[src/rv_consts.svh]
`ifndef RV_CONSTS_SVH
`define RV_CONSTS_SVH

// Datapath and register file sizes
`define RV_XLEN        32
`define RV_REG_ADDR_W  5
`define RV_NUM_REGS    32

// Major opcode field, instr[6:0]
`define RV_OPC_W       7
`define RV_OPC_OP      7'b0110011
`define RV_OPC_OP_IMM  7'b0010011
`define RV_OPC_LUI     7'b0110111

`endif

[src/rv_pkg.sv]
`default_nettype none
`include "rv_consts.svh"

package rv_pkg;

    // Major opcodes the core understands
    typedef enum logic [`RV_OPC_W-1:0] {
        OPC_OP     = `RV_OPC_OP,
        OPC_OP_IMM = `RV_OPC_OP_IMM,
        OPC_LUI    = `RV_OPC_LUI,
        OPC_OTHER  = 7'h00
    } opcode_e;

    typedef enum logic [3:0] {
        ALU_ADD,
        ALU_SUB,
        ALU_SLL,
        ALU_SLT,
        ALU_SLTU,
        ALU_XOR,
        ALU_SRL,
        ALU_SRA,
        ALU_OR,
        ALU_AND,
        ALU_PASS_B
    } alu_op_e;

    // Decode register contents, consumed by forwarding and execute
    typedef struct packed {
        logic                        valid;
        logic [`RV_REG_ADDR_W-1:0]   rs1;
        logic [`RV_REG_ADDR_W-1:0]   rs2;
        logic [`RV_REG_ADDR_W-1:0]   rd;
        logic [`RV_XLEN-1:0]         rs1_data;
        logic [`RV_XLEN-1:0]         rs2_data;
        logic [`RV_XLEN-1:0]         imm;
        alu_op_e                     alu_op;
        logic                        use_imm;
        logic                        write_enable;
    } decoded_t;

    // One retired instruction
    typedef struct packed {
        logic [`RV_REG_ADDR_W-1:0]   rd;
        logic [`RV_XLEN-1:0]         data;
        logic                        write_enable;
    } result_t;

endpackage

`default_nettype wire

[src/decoding_stage.sv]
`timescale 1ns/1ps
`default_nettype none
`include "rv_consts.svh"

module decoding_stage (
    input  wire                  clk,
    input  wire                  rst,
    input  wire                  stall,
    input  wire                  instr_valid,
    output logic                 instr_ready,
    input  wire [31:0]           instr,
    input  wire rv_pkg::result_t wb_write,
    output rv_pkg::decoded_t     decoded
);

    rv_pkg::opcode_e            opcode;
    rv_pkg::decoded_t           decode_next;
    logic [`RV_REG_ADDR_W-1:0]  rs1_addr;
    logic [`RV_REG_ADDR_W-1:0]  rs2_addr;
    logic [`RV_XLEN-1:0]        rf_data_1;
    logic [`RV_XLEN-1:0]        rf_data_2;
    logic [2:0]                 funct3;
    logic                       funct7_bit5;

    assign funct3      = instr[14:12];
    assign funct7_bit5 = instr[30];

    // Nothing is accepted while the pipeline is frozen
    assign instr_ready = ~stall;

    ////////////////////////////////////////
    // Instruction decode
    ////////////////////////////////////////

    always_comb begin
        case (instr[6:0])
            `RV_OPC_OP:     opcode = rv_pkg::OPC_OP;
            `RV_OPC_OP_IMM: opcode = rv_pkg::OPC_OP_IMM;
            `RV_OPC_LUI:    opcode = rv_pkg::OPC_LUI;
            default:        opcode = rv_pkg::OPC_OTHER;
        endcase
    end

    // Source registers stay x0 where the format has none
    always_comb begin
        rs1_addr = '0;
        rs2_addr = '0;
        if ((opcode == rv_pkg::OPC_OP) || (opcode == rv_pkg::OPC_OP_IMM)) begin
            rs1_addr = instr[19:15];
        end
        if (opcode == rv_pkg::OPC_OP) begin
            rs2_addr = instr[24:20];
        end
    end

    always_comb begin
        decode_next              = '0;
        decode_next.valid        = instr_valid;
        decode_next.rs1          = rs1_addr;
        decode_next.rs2          = rs2_addr;
        decode_next.rd           = instr[11:7];
        decode_next.alu_op       = rv_pkg::ALU_PASS_B;
        case (opcode)
            rv_pkg::OPC_OP, rv_pkg::OPC_OP_IMM: begin
                decode_next.write_enable = 1'b1;
                // Immediate form uses the I-type field
                if (opcode == rv_pkg::OPC_OP_IMM) begin
                    decode_next.use_imm = 1'b1;
                    decode_next.imm     = {{(`RV_XLEN-12){instr[31]}}, instr[31:20]};
                end
                case (funct3)
                    3'b000: begin
                        if ((opcode == rv_pkg::OPC_OP) && funct7_bit5) begin
                            decode_next.alu_op = rv_pkg::ALU_SUB;
                        end else begin
                            decode_next.alu_op = rv_pkg::ALU_ADD;
                        end
                    end
                    3'b001: decode_next.alu_op = rv_pkg::ALU_SLL;
                    3'b010: decode_next.alu_op = rv_pkg::ALU_SLT;
                    3'b011: decode_next.alu_op = rv_pkg::ALU_SLTU;
                    3'b100: decode_next.alu_op = rv_pkg::ALU_XOR;
                    3'b101: begin
                        if (funct7_bit5) begin
                            decode_next.alu_op = rv_pkg::ALU_SRA;
                        end else begin
                            decode_next.alu_op = rv_pkg::ALU_SRL;
                        end
                    end
                    3'b110: decode_next.alu_op = rv_pkg::ALU_OR;
                    default: decode_next.alu_op = rv_pkg::ALU_AND;
                endcase
            end
            rv_pkg::OPC_LUI: begin
                decode_next.use_imm      = 1'b1;
                decode_next.imm          = {instr[31:12], 12'b0};
                decode_next.write_enable = 1'b1;
            end
            // Unknown opcode retires without a register write
            default: decode_next.write_enable = 1'b0;
        endcase

        // Write-through for a register retiring in this same cycle
        decode_next.rs1_data = rf_data_1;
        decode_next.rs2_data = rf_data_2;
        if (wb_write.write_enable && (wb_write.rd != '0)) begin
            if (wb_write.rd == rs1_addr) begin
                decode_next.rs1_data = wb_write.data;
            end
            if (wb_write.rd == rs2_addr) begin
                decode_next.rs2_data = wb_write.data;
            end
        end
    end

    register_file u_register_file (
        .clk          (clk),
        .write_enable (wb_write.write_enable),
        .write_addr   (wb_write.rd),
        .write_data   (wb_write.data),
        .read_addr_1  (rs1_addr),
        .read_addr_2  (rs2_addr),
        .read_data_1  (rf_data_1),
        .read_data_2  (rf_data_2)
    );

    ////////////////////////////////////////
    // Decode register
    ////////////////////////////////////////

    always_ff @(posedge clk) begin
        if (rst) begin
            decoded.valid <= 1'b0;
        end else if (!stall) begin
            decoded <= decode_next;
        end
    end

endmodule

`default_nettype wire

[src/execution_stage.sv]
`timescale 1ns/1ps
`default_nettype none
`include "rv_consts.svh"

module execution_stage (
    input  wire                    clk,
    input  wire                    rst,
    input  wire                    stall,
    input  wire rv_pkg::decoded_t  decoded,
    input  wire [`RV_XLEN-1:0]     rs1_value,
    input  wire [`RV_XLEN-1:0]     rs2_value,
    output rv_pkg::result_t        ex_result,
    output logic                   ex_valid
);

    localparam int SHAMT_W = $clog2(`RV_XLEN);

    logic [`RV_XLEN-1:0] operand_b;
    logic [SHAMT_W-1:0]  shamt;
    logic [`RV_XLEN-1:0] alu_out;

    assign operand_b = decoded.use_imm ? decoded.imm : rs2_value;
    assign shamt     = operand_b[SHAMT_W-1:0];

    ////////////////////////////////////////
    // ALU
    ////////////////////////////////////////

    always_comb begin
        case (decoded.alu_op)
            rv_pkg::ALU_ADD:    alu_out = rs1_value + operand_b;
            rv_pkg::ALU_SUB:    alu_out = rs1_value - operand_b;
            rv_pkg::ALU_SLL:    alu_out = rs1_value << shamt;
            rv_pkg::ALU_SLT: begin
                alu_out = {{(`RV_XLEN-1){1'b0}}, $signed(rs1_value) < $signed(operand_b)};
            end
            rv_pkg::ALU_SLTU: begin
                alu_out = {{(`RV_XLEN-1){1'b0}}, rs1_value < operand_b};
            end
            rv_pkg::ALU_XOR:    alu_out = rs1_value ^ operand_b;
            rv_pkg::ALU_SRL:    alu_out = rs1_value >> shamt;
            rv_pkg::ALU_SRA:    alu_out = $unsigned($signed(rs1_value) >>> shamt);
            rv_pkg::ALU_OR:     alu_out = rs1_value | operand_b;
            rv_pkg::ALU_AND:    alu_out = rs1_value & operand_b;
            rv_pkg::ALU_PASS_B: alu_out = operand_b;
            default:            alu_out = '0;
        endcase
    end

    ////////////////////////////////////////
    // Execute register
    ////////////////////////////////////////

    always_ff @(posedge clk) begin
        if (rst) begin
            ex_valid <= 1'b0;
        end else if (!stall) begin
            ex_valid <= decoded.valid;
        end
    end

    always_ff @(posedge clk) begin
        if (!stall) begin
            ex_result.rd           <= decoded.rd;
            ex_result.write_enable <= decoded.write_enable;
            // Non-writing instructions carry zero data
            ex_result.data         <= decoded.write_enable ? alu_out : '0;
        end
    end

endmodule

`default_nettype wire

[src/forwarding_unit.sv]
`timescale 1ns/1ps
`default_nettype none
`include "rv_consts.svh"

module forwarding_unit (
    input  wire rv_pkg::decoded_t  decoded,
    input  wire rv_pkg::result_t   ex_result,
    input  wire                    ex_valid,
    input  wire rv_pkg::result_t   wb_result,
    input  wire                    wb_valid,
    output logic [`RV_XLEN-1:0]    rs1_value,
    output logic [`RV_XLEN-1:0]    rs2_value
);

    // The execute register beats write back, which beats the register file
    function automatic logic [`RV_XLEN-1:0] pick_value(
        input logic [`RV_REG_ADDR_W-1:0] src,
        input logic [`RV_XLEN-1:0]       file_value
    );
        logic ex_hit;
        logic wb_hit;
        ex_hit = ex_valid && ex_result.write_enable && (ex_result.rd == src);
        wb_hit = wb_valid && wb_result.write_enable && (wb_result.rd == src);
        if (src == '0) begin
            return '0;
        end else if (ex_hit) begin
            return ex_result.data;
        end else if (wb_hit) begin
            return wb_result.data;
        end
        return file_value;
    endfunction

    always_comb begin
        rs1_value = pick_value(decoded.rs1, decoded.rs1_data);
        rs2_value = pick_value(decoded.rs2, decoded.rs2_data);
    end

endmodule

`default_nettype wire

[src/register_file.sv]
`timescale 1ns/1ps
`default_nettype none
`include "rv_consts.svh"

module register_file (
    input  wire                        clk,
    input  wire logic                  write_enable,
    input  wire [`RV_REG_ADDR_W-1:0]   write_addr,
    input  wire [`RV_XLEN-1:0]         write_data,
    input  wire [`RV_REG_ADDR_W-1:0]   read_addr_1,
    input  wire [`RV_REG_ADDR_W-1:0]   read_addr_2,
    output logic [`RV_XLEN-1:0]        read_data_1,
    output logic [`RV_XLEN-1:0]        read_data_2
);

    logic [`RV_XLEN-1:0] regs [`RV_NUM_REGS];

    // x0 is never stored
    always_ff @(posedge clk) begin
        if (write_enable && (write_addr != '0)) begin
            regs[write_addr] <= write_data;
        end
    end

    // Asynchronous read ports, x0 hardwired to zero
    always_comb begin
        if (read_addr_1 == '0) begin
            read_data_1 = '0;
        end else begin
            read_data_1 = regs[read_addr_1];
        end
        if (read_addr_2 == '0) begin
            read_data_2 = '0;
        end else begin
            read_data_2 = regs[read_addr_2];
        end
    end

endmodule

`default_nettype wire

[src/rv_core.sv]
`timescale 1ns/1ps
`default_nettype none
`include "rv_consts.svh"

module rv_core (
    input  wire                   clk,
    input  wire                   rst,
    input  wire                   instr_valid,
    output logic                  instr_ready,
    input  wire [31:0]            instr,
    output logic                  result_valid,
    input  wire                   result_ready,
    output rv_pkg::result_t       result
);

    // Global back-pressure stall from write back
    logic                 stall;

    // Decode register to forwarding and execute
    rv_pkg::decoded_t     decoded;

    // Forwarded operands
    logic [`RV_XLEN-1:0]  rs1_value;
    logic [`RV_XLEN-1:0]  rs2_value;

    // Execute register to write back and forwarding
    rv_pkg::result_t      ex_result;
    logic                 ex_valid;

    // Register file write port
    rv_pkg::result_t      wb_write;

    decoding_stage u_decoding_stage (
        .clk          (clk),
        .rst          (rst),
        .stall        (stall),
        .instr_valid  (instr_valid),
        .instr_ready  (instr_ready),
        .instr        (instr),
        .wb_write     (wb_write),
        .decoded      (decoded)
    );

    forwarding_unit u_forwarding_unit (
        .decoded      (decoded),
        .ex_result    (ex_result),
        .ex_valid     (ex_valid),
        .wb_result    (result),
        .wb_valid     (result_valid),
        .rs1_value    (rs1_value),
        .rs2_value    (rs2_value)
    );

    execution_stage u_execution_stage (
        .clk          (clk),
        .rst          (rst),
        .stall        (stall),
        .decoded      (decoded),
        .rs1_value    (rs1_value),
        .rs2_value    (rs2_value),
        .ex_result    (ex_result),
        .ex_valid     (ex_valid)
    );

    write_back_stage u_write_back_stage (
        .clk          (clk),
        .rst          (rst),
        .ex_result    (ex_result),
        .ex_valid     (ex_valid),
        .result_valid (result_valid),
        .result_ready (result_ready),
        .result       (result),
        .stall        (stall),
        .wb_write     (wb_write)
    );

endmodule

`default_nettype wire

[src/write_back_stage.sv]
`timescale 1ns/1ps
`default_nettype none

module write_back_stage (
    input  wire                   clk,
    input  wire                   rst,
    input  wire rv_pkg::result_t  ex_result,
    input  wire                   ex_valid,
    output logic                  result_valid,
    input  wire                   result_ready,
    output rv_pkg::result_t       result,
    output logic                  stall,
    output rv_pkg::result_t       wb_write
);

    // Output held by the consumer freezes the whole pipeline
    assign stall = result_valid & ~result_ready;

    always_ff @(posedge clk) begin
        if (rst) begin
            result_valid <= 1'b0;
        end else if (!stall) begin
            result_valid <= ex_valid;
        end
    end

    always_ff @(posedge clk) begin
        if (!stall) begin
            result <= ex_result;
        end
    end

    ////////////////////////////////////////
    // Register file write on handshake
    ////////////////////////////////////////

    always_comb begin
        wb_write              = result;
        wb_write.write_enable = result.write_enable & result_valid & result_ready;
    end

endmodule

`default_nettype wire

[config.mk]
export PLATFORM = sky130hd
export DESIGN_NAME = rv_core
export DESIGN_NICKNAME = d
export VERILOG_FILES = /design/src/rv_pkg.sv /design/src/decoding_stage.sv /design/src/execution_stage.sv /design/src/forwarding_unit.sv /design/src/register_file.sv /design/src/rv_core.sv /design/src/write_back_stage.sv
export VERILOG_INCLUDE_DIRS = /design/src /design/src/src
export SDC_FILE = /design/constraint.sdc
export NUM_CORES = 2
export LEC_CHECK = 0
export BUFFER_PORTS_ARGS = -buffer_cell sky130_fd_sc_hd__buf_2
export CORE_ASPECT_RATIO = 1.4
export CORE_MARGIN = 3
export CORE_UTILIZATION = 50
export DETAILED_ROUTE_END_ITERATION = 7
export GPL_TIMING_DRIVEN = 1
export MAX_ROUTING_LAYER = met4
export PLACE_DENSITY = 0.75
export SYNTH_ARGS = -nofsm -noshare
export SYNTH_HDL_FRONTEND = slang
export SYNTH_SLANG_ARGS = --single-unit
[constraint.sdc]
create_clock -name clk -period 8.1 [get_ports clk]
set_clock_uncertainty 0.2 [all_clocks]
set_input_delay 0.405 -clock clk [delete_from_list [all_inputs] [get_ports clk]]
set_output_delay 0.405 -clock clk [all_outputs]
set_load 0.05 [all_outputs]
==> metrics.md <==
| Metric | Value |
|---|---|
| Status | `completed` |
| IO Port Bufs | `between 70 and 80` |
| Worst min path class | `in -> reg` |
| Clock power frac | `0.397` |
| Initial Utilization | `0.5051` |
| Max-slew violations | `0` |
| Via count | `between 50,000 and 60,000` |
| CTS tree | `built` |
| Critical Path Source Type | `flip-flop` |
| Largest family of logic cells by synthesized area | `compound AO/OA/AOI/OAI gates` |
| First-pass GRT wire length | `~370 mm` |
| CTS sink cnt | `about 1,200` |
| Worst VDD drop | `0.0001558 V` |
| Residual DRC | `0` |
| Crit path time final | `around 6.9 ns` |
| Synth Area in Simple Gates | `0.1040` |
| Drt pass-1 iters | `7` |
| Post-CTS setup repair buffer count | `0` |
| Comb pwr share | `0.103` |
| # nets final | `5,963` |
| Largest net degree at the start of global routing | `~160` |
| Switching part of the total | `0.2522` |
| Top-area cell type share of the netlist area | `0.5439` |
| Area leader, netlist | `edfxtp_1` |
| Clock slew at reported path FFs | `0.08 ns` |
| Final hold vios | `0` |
| Final Total Pwr | `14.24 mW` |
| Synth Flop Type | `edfxtp_1` |
| Element type at the critical path end | `flip-flop` |
| YS warnings | `0` |
| Slowest cell delay on critical path | `0.79 ns` |
| Tot GR Track Use | `0.3786` |
| Max Fclk | `roughly 140 MHz` |
| Area grow syn2layout | `9.724%` |
| Post-synth EDFFs | `1,217` |
| RSZ-0062 raised after global routing | `no` |
| # IOs | `between 70 and 80` |
| Worst-Skew Late Latency | `approximately 0.76 ns` |
| Post-synthesis mux area share | `0.1116` |
| Top post-synthesis cells by area | `edfxtp_1 54%, mux2i_1 7.4%, a221oi_1 4.5%` |
| Slowest-stage cell, CP | `a311oi_1` |
| Core area | `approximately 130,000 um2` |
| Share of layout cells above drive strength 1 | `0.1166` |
| Final setup viols | `0` |
| DRT Wirelength | `between 200 and 300 mm` |
| WL per Instance | `34.13 um` |
| Most frequent cell after synthesis | `edfxtp_1` |
| Most frequent cells after synthesis | `1,217 x edfxtp_1, 563 x nor2_1, 554 x nand2_1, 499 x mux2i_1, 397 x clkbuf_1` |
| Clock buffer count from CTS | `about 110` |
| Die area | `138,900 um2` |
| CP Class | `reg -> reg` |
| Critical path required time | `around 8.4 ns` |
| Net Switching | `roughly 3.6 mW` |
| Sequential Power Share | `0.500` |
| Hold Buf Count CTS | `27` |
| H-tree levels | `3` |
| Compound-Gate Fraction of Synth Area | `0.1764` |
| Setup tns final | `0 ns` |
| Post-Place Setup Slack | `1.463 ns` |
| Vias per inst | `~7.4` |
| Setup slack after layout | `between 1 and 1.5 ns` |
| Crit Path Max Fanout | `31` |
| Row Count | `between 150 and 200` |
| Post-Synth Adder-Cell Area | `0.01922` |
| Initial antenna violation count | `10` |
| CP Cell Sequence | `xnor2_1 -> nand4_1 -> or2_2 -> nand2_2 -> a31o_2 -> ha_1 -> fa_1 -> nor2b_1 -> nor3_1 -> o21ai_0 -> a311oi_1 -> nor4_1 -> a211o_1 -> a311o_1 -> xnor2_1 -> o22ai_1 -> nor3_1 -> a31oi_1` |
| Vias in the first global route | `53,940` |
| Tightest Pin Transition | `roughly 1.4 ns` |
| Internal power | `10.65 mW` |
| DR iter-0 viols | `9,338` |
| Avg Inst Size Synth | `~11 um2` |
| Max cap viols | `0` |
| Die Ht | `approximately 440 um` |
| Pwr/cell area | `between 150 and 200 nW/um2` |
| Grt total ovfl | `0` |
| Post-route ant nets | `0` |
| Critical Path AT | `7.20 ns` |
| Post-DP HPWL | `154.8 mm` |
| Asr flop ratio synth | `0` |
| P_leak | `between 20 and 30 nW` |
| Root buffer selected by CTS | `clkbuf_16` |
| Placer Congestion | `~1.1` |
| Mapped Cells | `between 5,000 and 6,000` |
| Distinct cells, synth | `slightly below 100` |
| Post-Synth XOR/XNOR Area | `0.006368` |
| Die W | `about 320 um` |
| Sequential area share after synthesis | `0.5448` |
| CTS Buffer Depth | `3` |
| Slew headroom | `0.06415` |
| FF+latch count, synth | `1,220` |
| Number of gates resized after cts | `0` |
| Fin crit share | `0.8539` |
| Synthesized area | `around 67,000 um2` |
[worst paths after layout]
path                                          end                       startpoint  cells past startpoint  slack (ns)
setup reg to reg  u_execution_stage.ex_result[25]  u_execution_stage.ex_result[35]                     18        1.18
hold reg to reg   u_execution_stage.ex_result[37]    u_decoding_stage.decoded[106]                      0        0.23
hold / removal        u_decoding_stage.decoded[6]                         instr[5]                      2         0.1
setup / recovery  u_execution_stage.ex_result[25]  u_execution_stage.ex_result[35]                     18        1.18
[critical path: cells and delay by family (launching register included)]
kind                     cells  cell delay [ns]
flip-flops                   1             0.47
adder cells (fa/ha/maj)      2             0.57
AO/OA/AOI/OAI                7             3.02
XOR/XNOR                     2             0.37
AND/OR/NAND/NOR              7             1.98
[sequential cells by signal, indices dropped and copies added (netlist names)]
signal,flops
u_decoding_stage.decoded,118
u_execution_stage.ex_valid,1
u_execution_stage.ex_result,38
u_write_back_stage.result,38
u_decoding_stage.u_register_file.regs,1024
u_write_back_stage.result_valid,1
[cell usage in the layout, fill, tap and decap left out, types with 19 or more instances in the layout]
cell and count:
a211o_1 19, a211oi_1 91, a21oi_1 308, a221o_1 73, a221oi_1 346, a22o_1 28
a22oi_1 26, a31oi_1 80, a32o_1 21, buf_2 72, buf_4 148, bufinv_16 20
clkbuf_16 112, clkinv_2 24, conb_1 32, dlygate4sd3_1 27, edfxtp_1 1217, ha_1 100
inv_1 87, mux2_2 83, mux2i_1 499, mux4_2 66, nand2_1 545, nand3_1 221
nand4_1 58, nor2_1 524, nor2_4 36, nor3_1 97, o211ai_1 20, o21ai_0 274
o221ai_1 32, o22ai_1 148, o31ai_1 55, xnor2_1 31
[layout make-up]
cell class	count	area [um2]
diodes	12	30.03
clock buffers	128	2863
clock inverters	77	980.9
fillers	10820	59320
inverters	106	424.2
multi-input cells	4130	28670
flip-flops and latches	1220	36610
well taps	1760	2202
repair buffers	258	1952
[power groups by stage]
stage | Clock [mW] | Combinational, mW | Sequential [mW]
floorplan | 0 | 0.808 | 7.33
global placement | 0 | 1.37 | 7.26
detailed placement | 0 | 1.38 | 7.26
CTS | 5.65 | 1.39 | 7.12
global route | 5.91 | 1.52 | 7.13
finish | 5.65 | 1.46 | 7.13
[kinds of logic after synthesis]
group,Yosys count
xor gates and xnor gates,48
muxes,653
AOI/OAI and AO/OA,1680
buffers and inverters,629
DFF,1220
and+or+nand+nor,1615
other,1
adders and majority gates,102
[per-stage QoR]
step,cells,hold WS [ns],instance area (um2),utilization
detailed placement,7447,0.2176,69580,0.5230
CTS,7679,0.04741,73700,0.5539
finish,7691,0.09854,73730,0.5542
global route,7687,0.09519,73720,0.5541
floorplan,5979,0.2003,67310,-
global placement,7447,0.2035,69580,0.5230
[metal layers]
metal | vias up | GRT usage | part of all wire
met5 | - | - | 0
met4 | 0 | 0.2953 | 0.096
met3 | 1391 | 0.09572 | 0.13
met2 | 4926 | 0.5729 | 0.45
met1 | 27260 | 0.4293 | 0.32
li1 | 23060 | - | -
No activity file was read; power rests on OpenSTA's default activity.
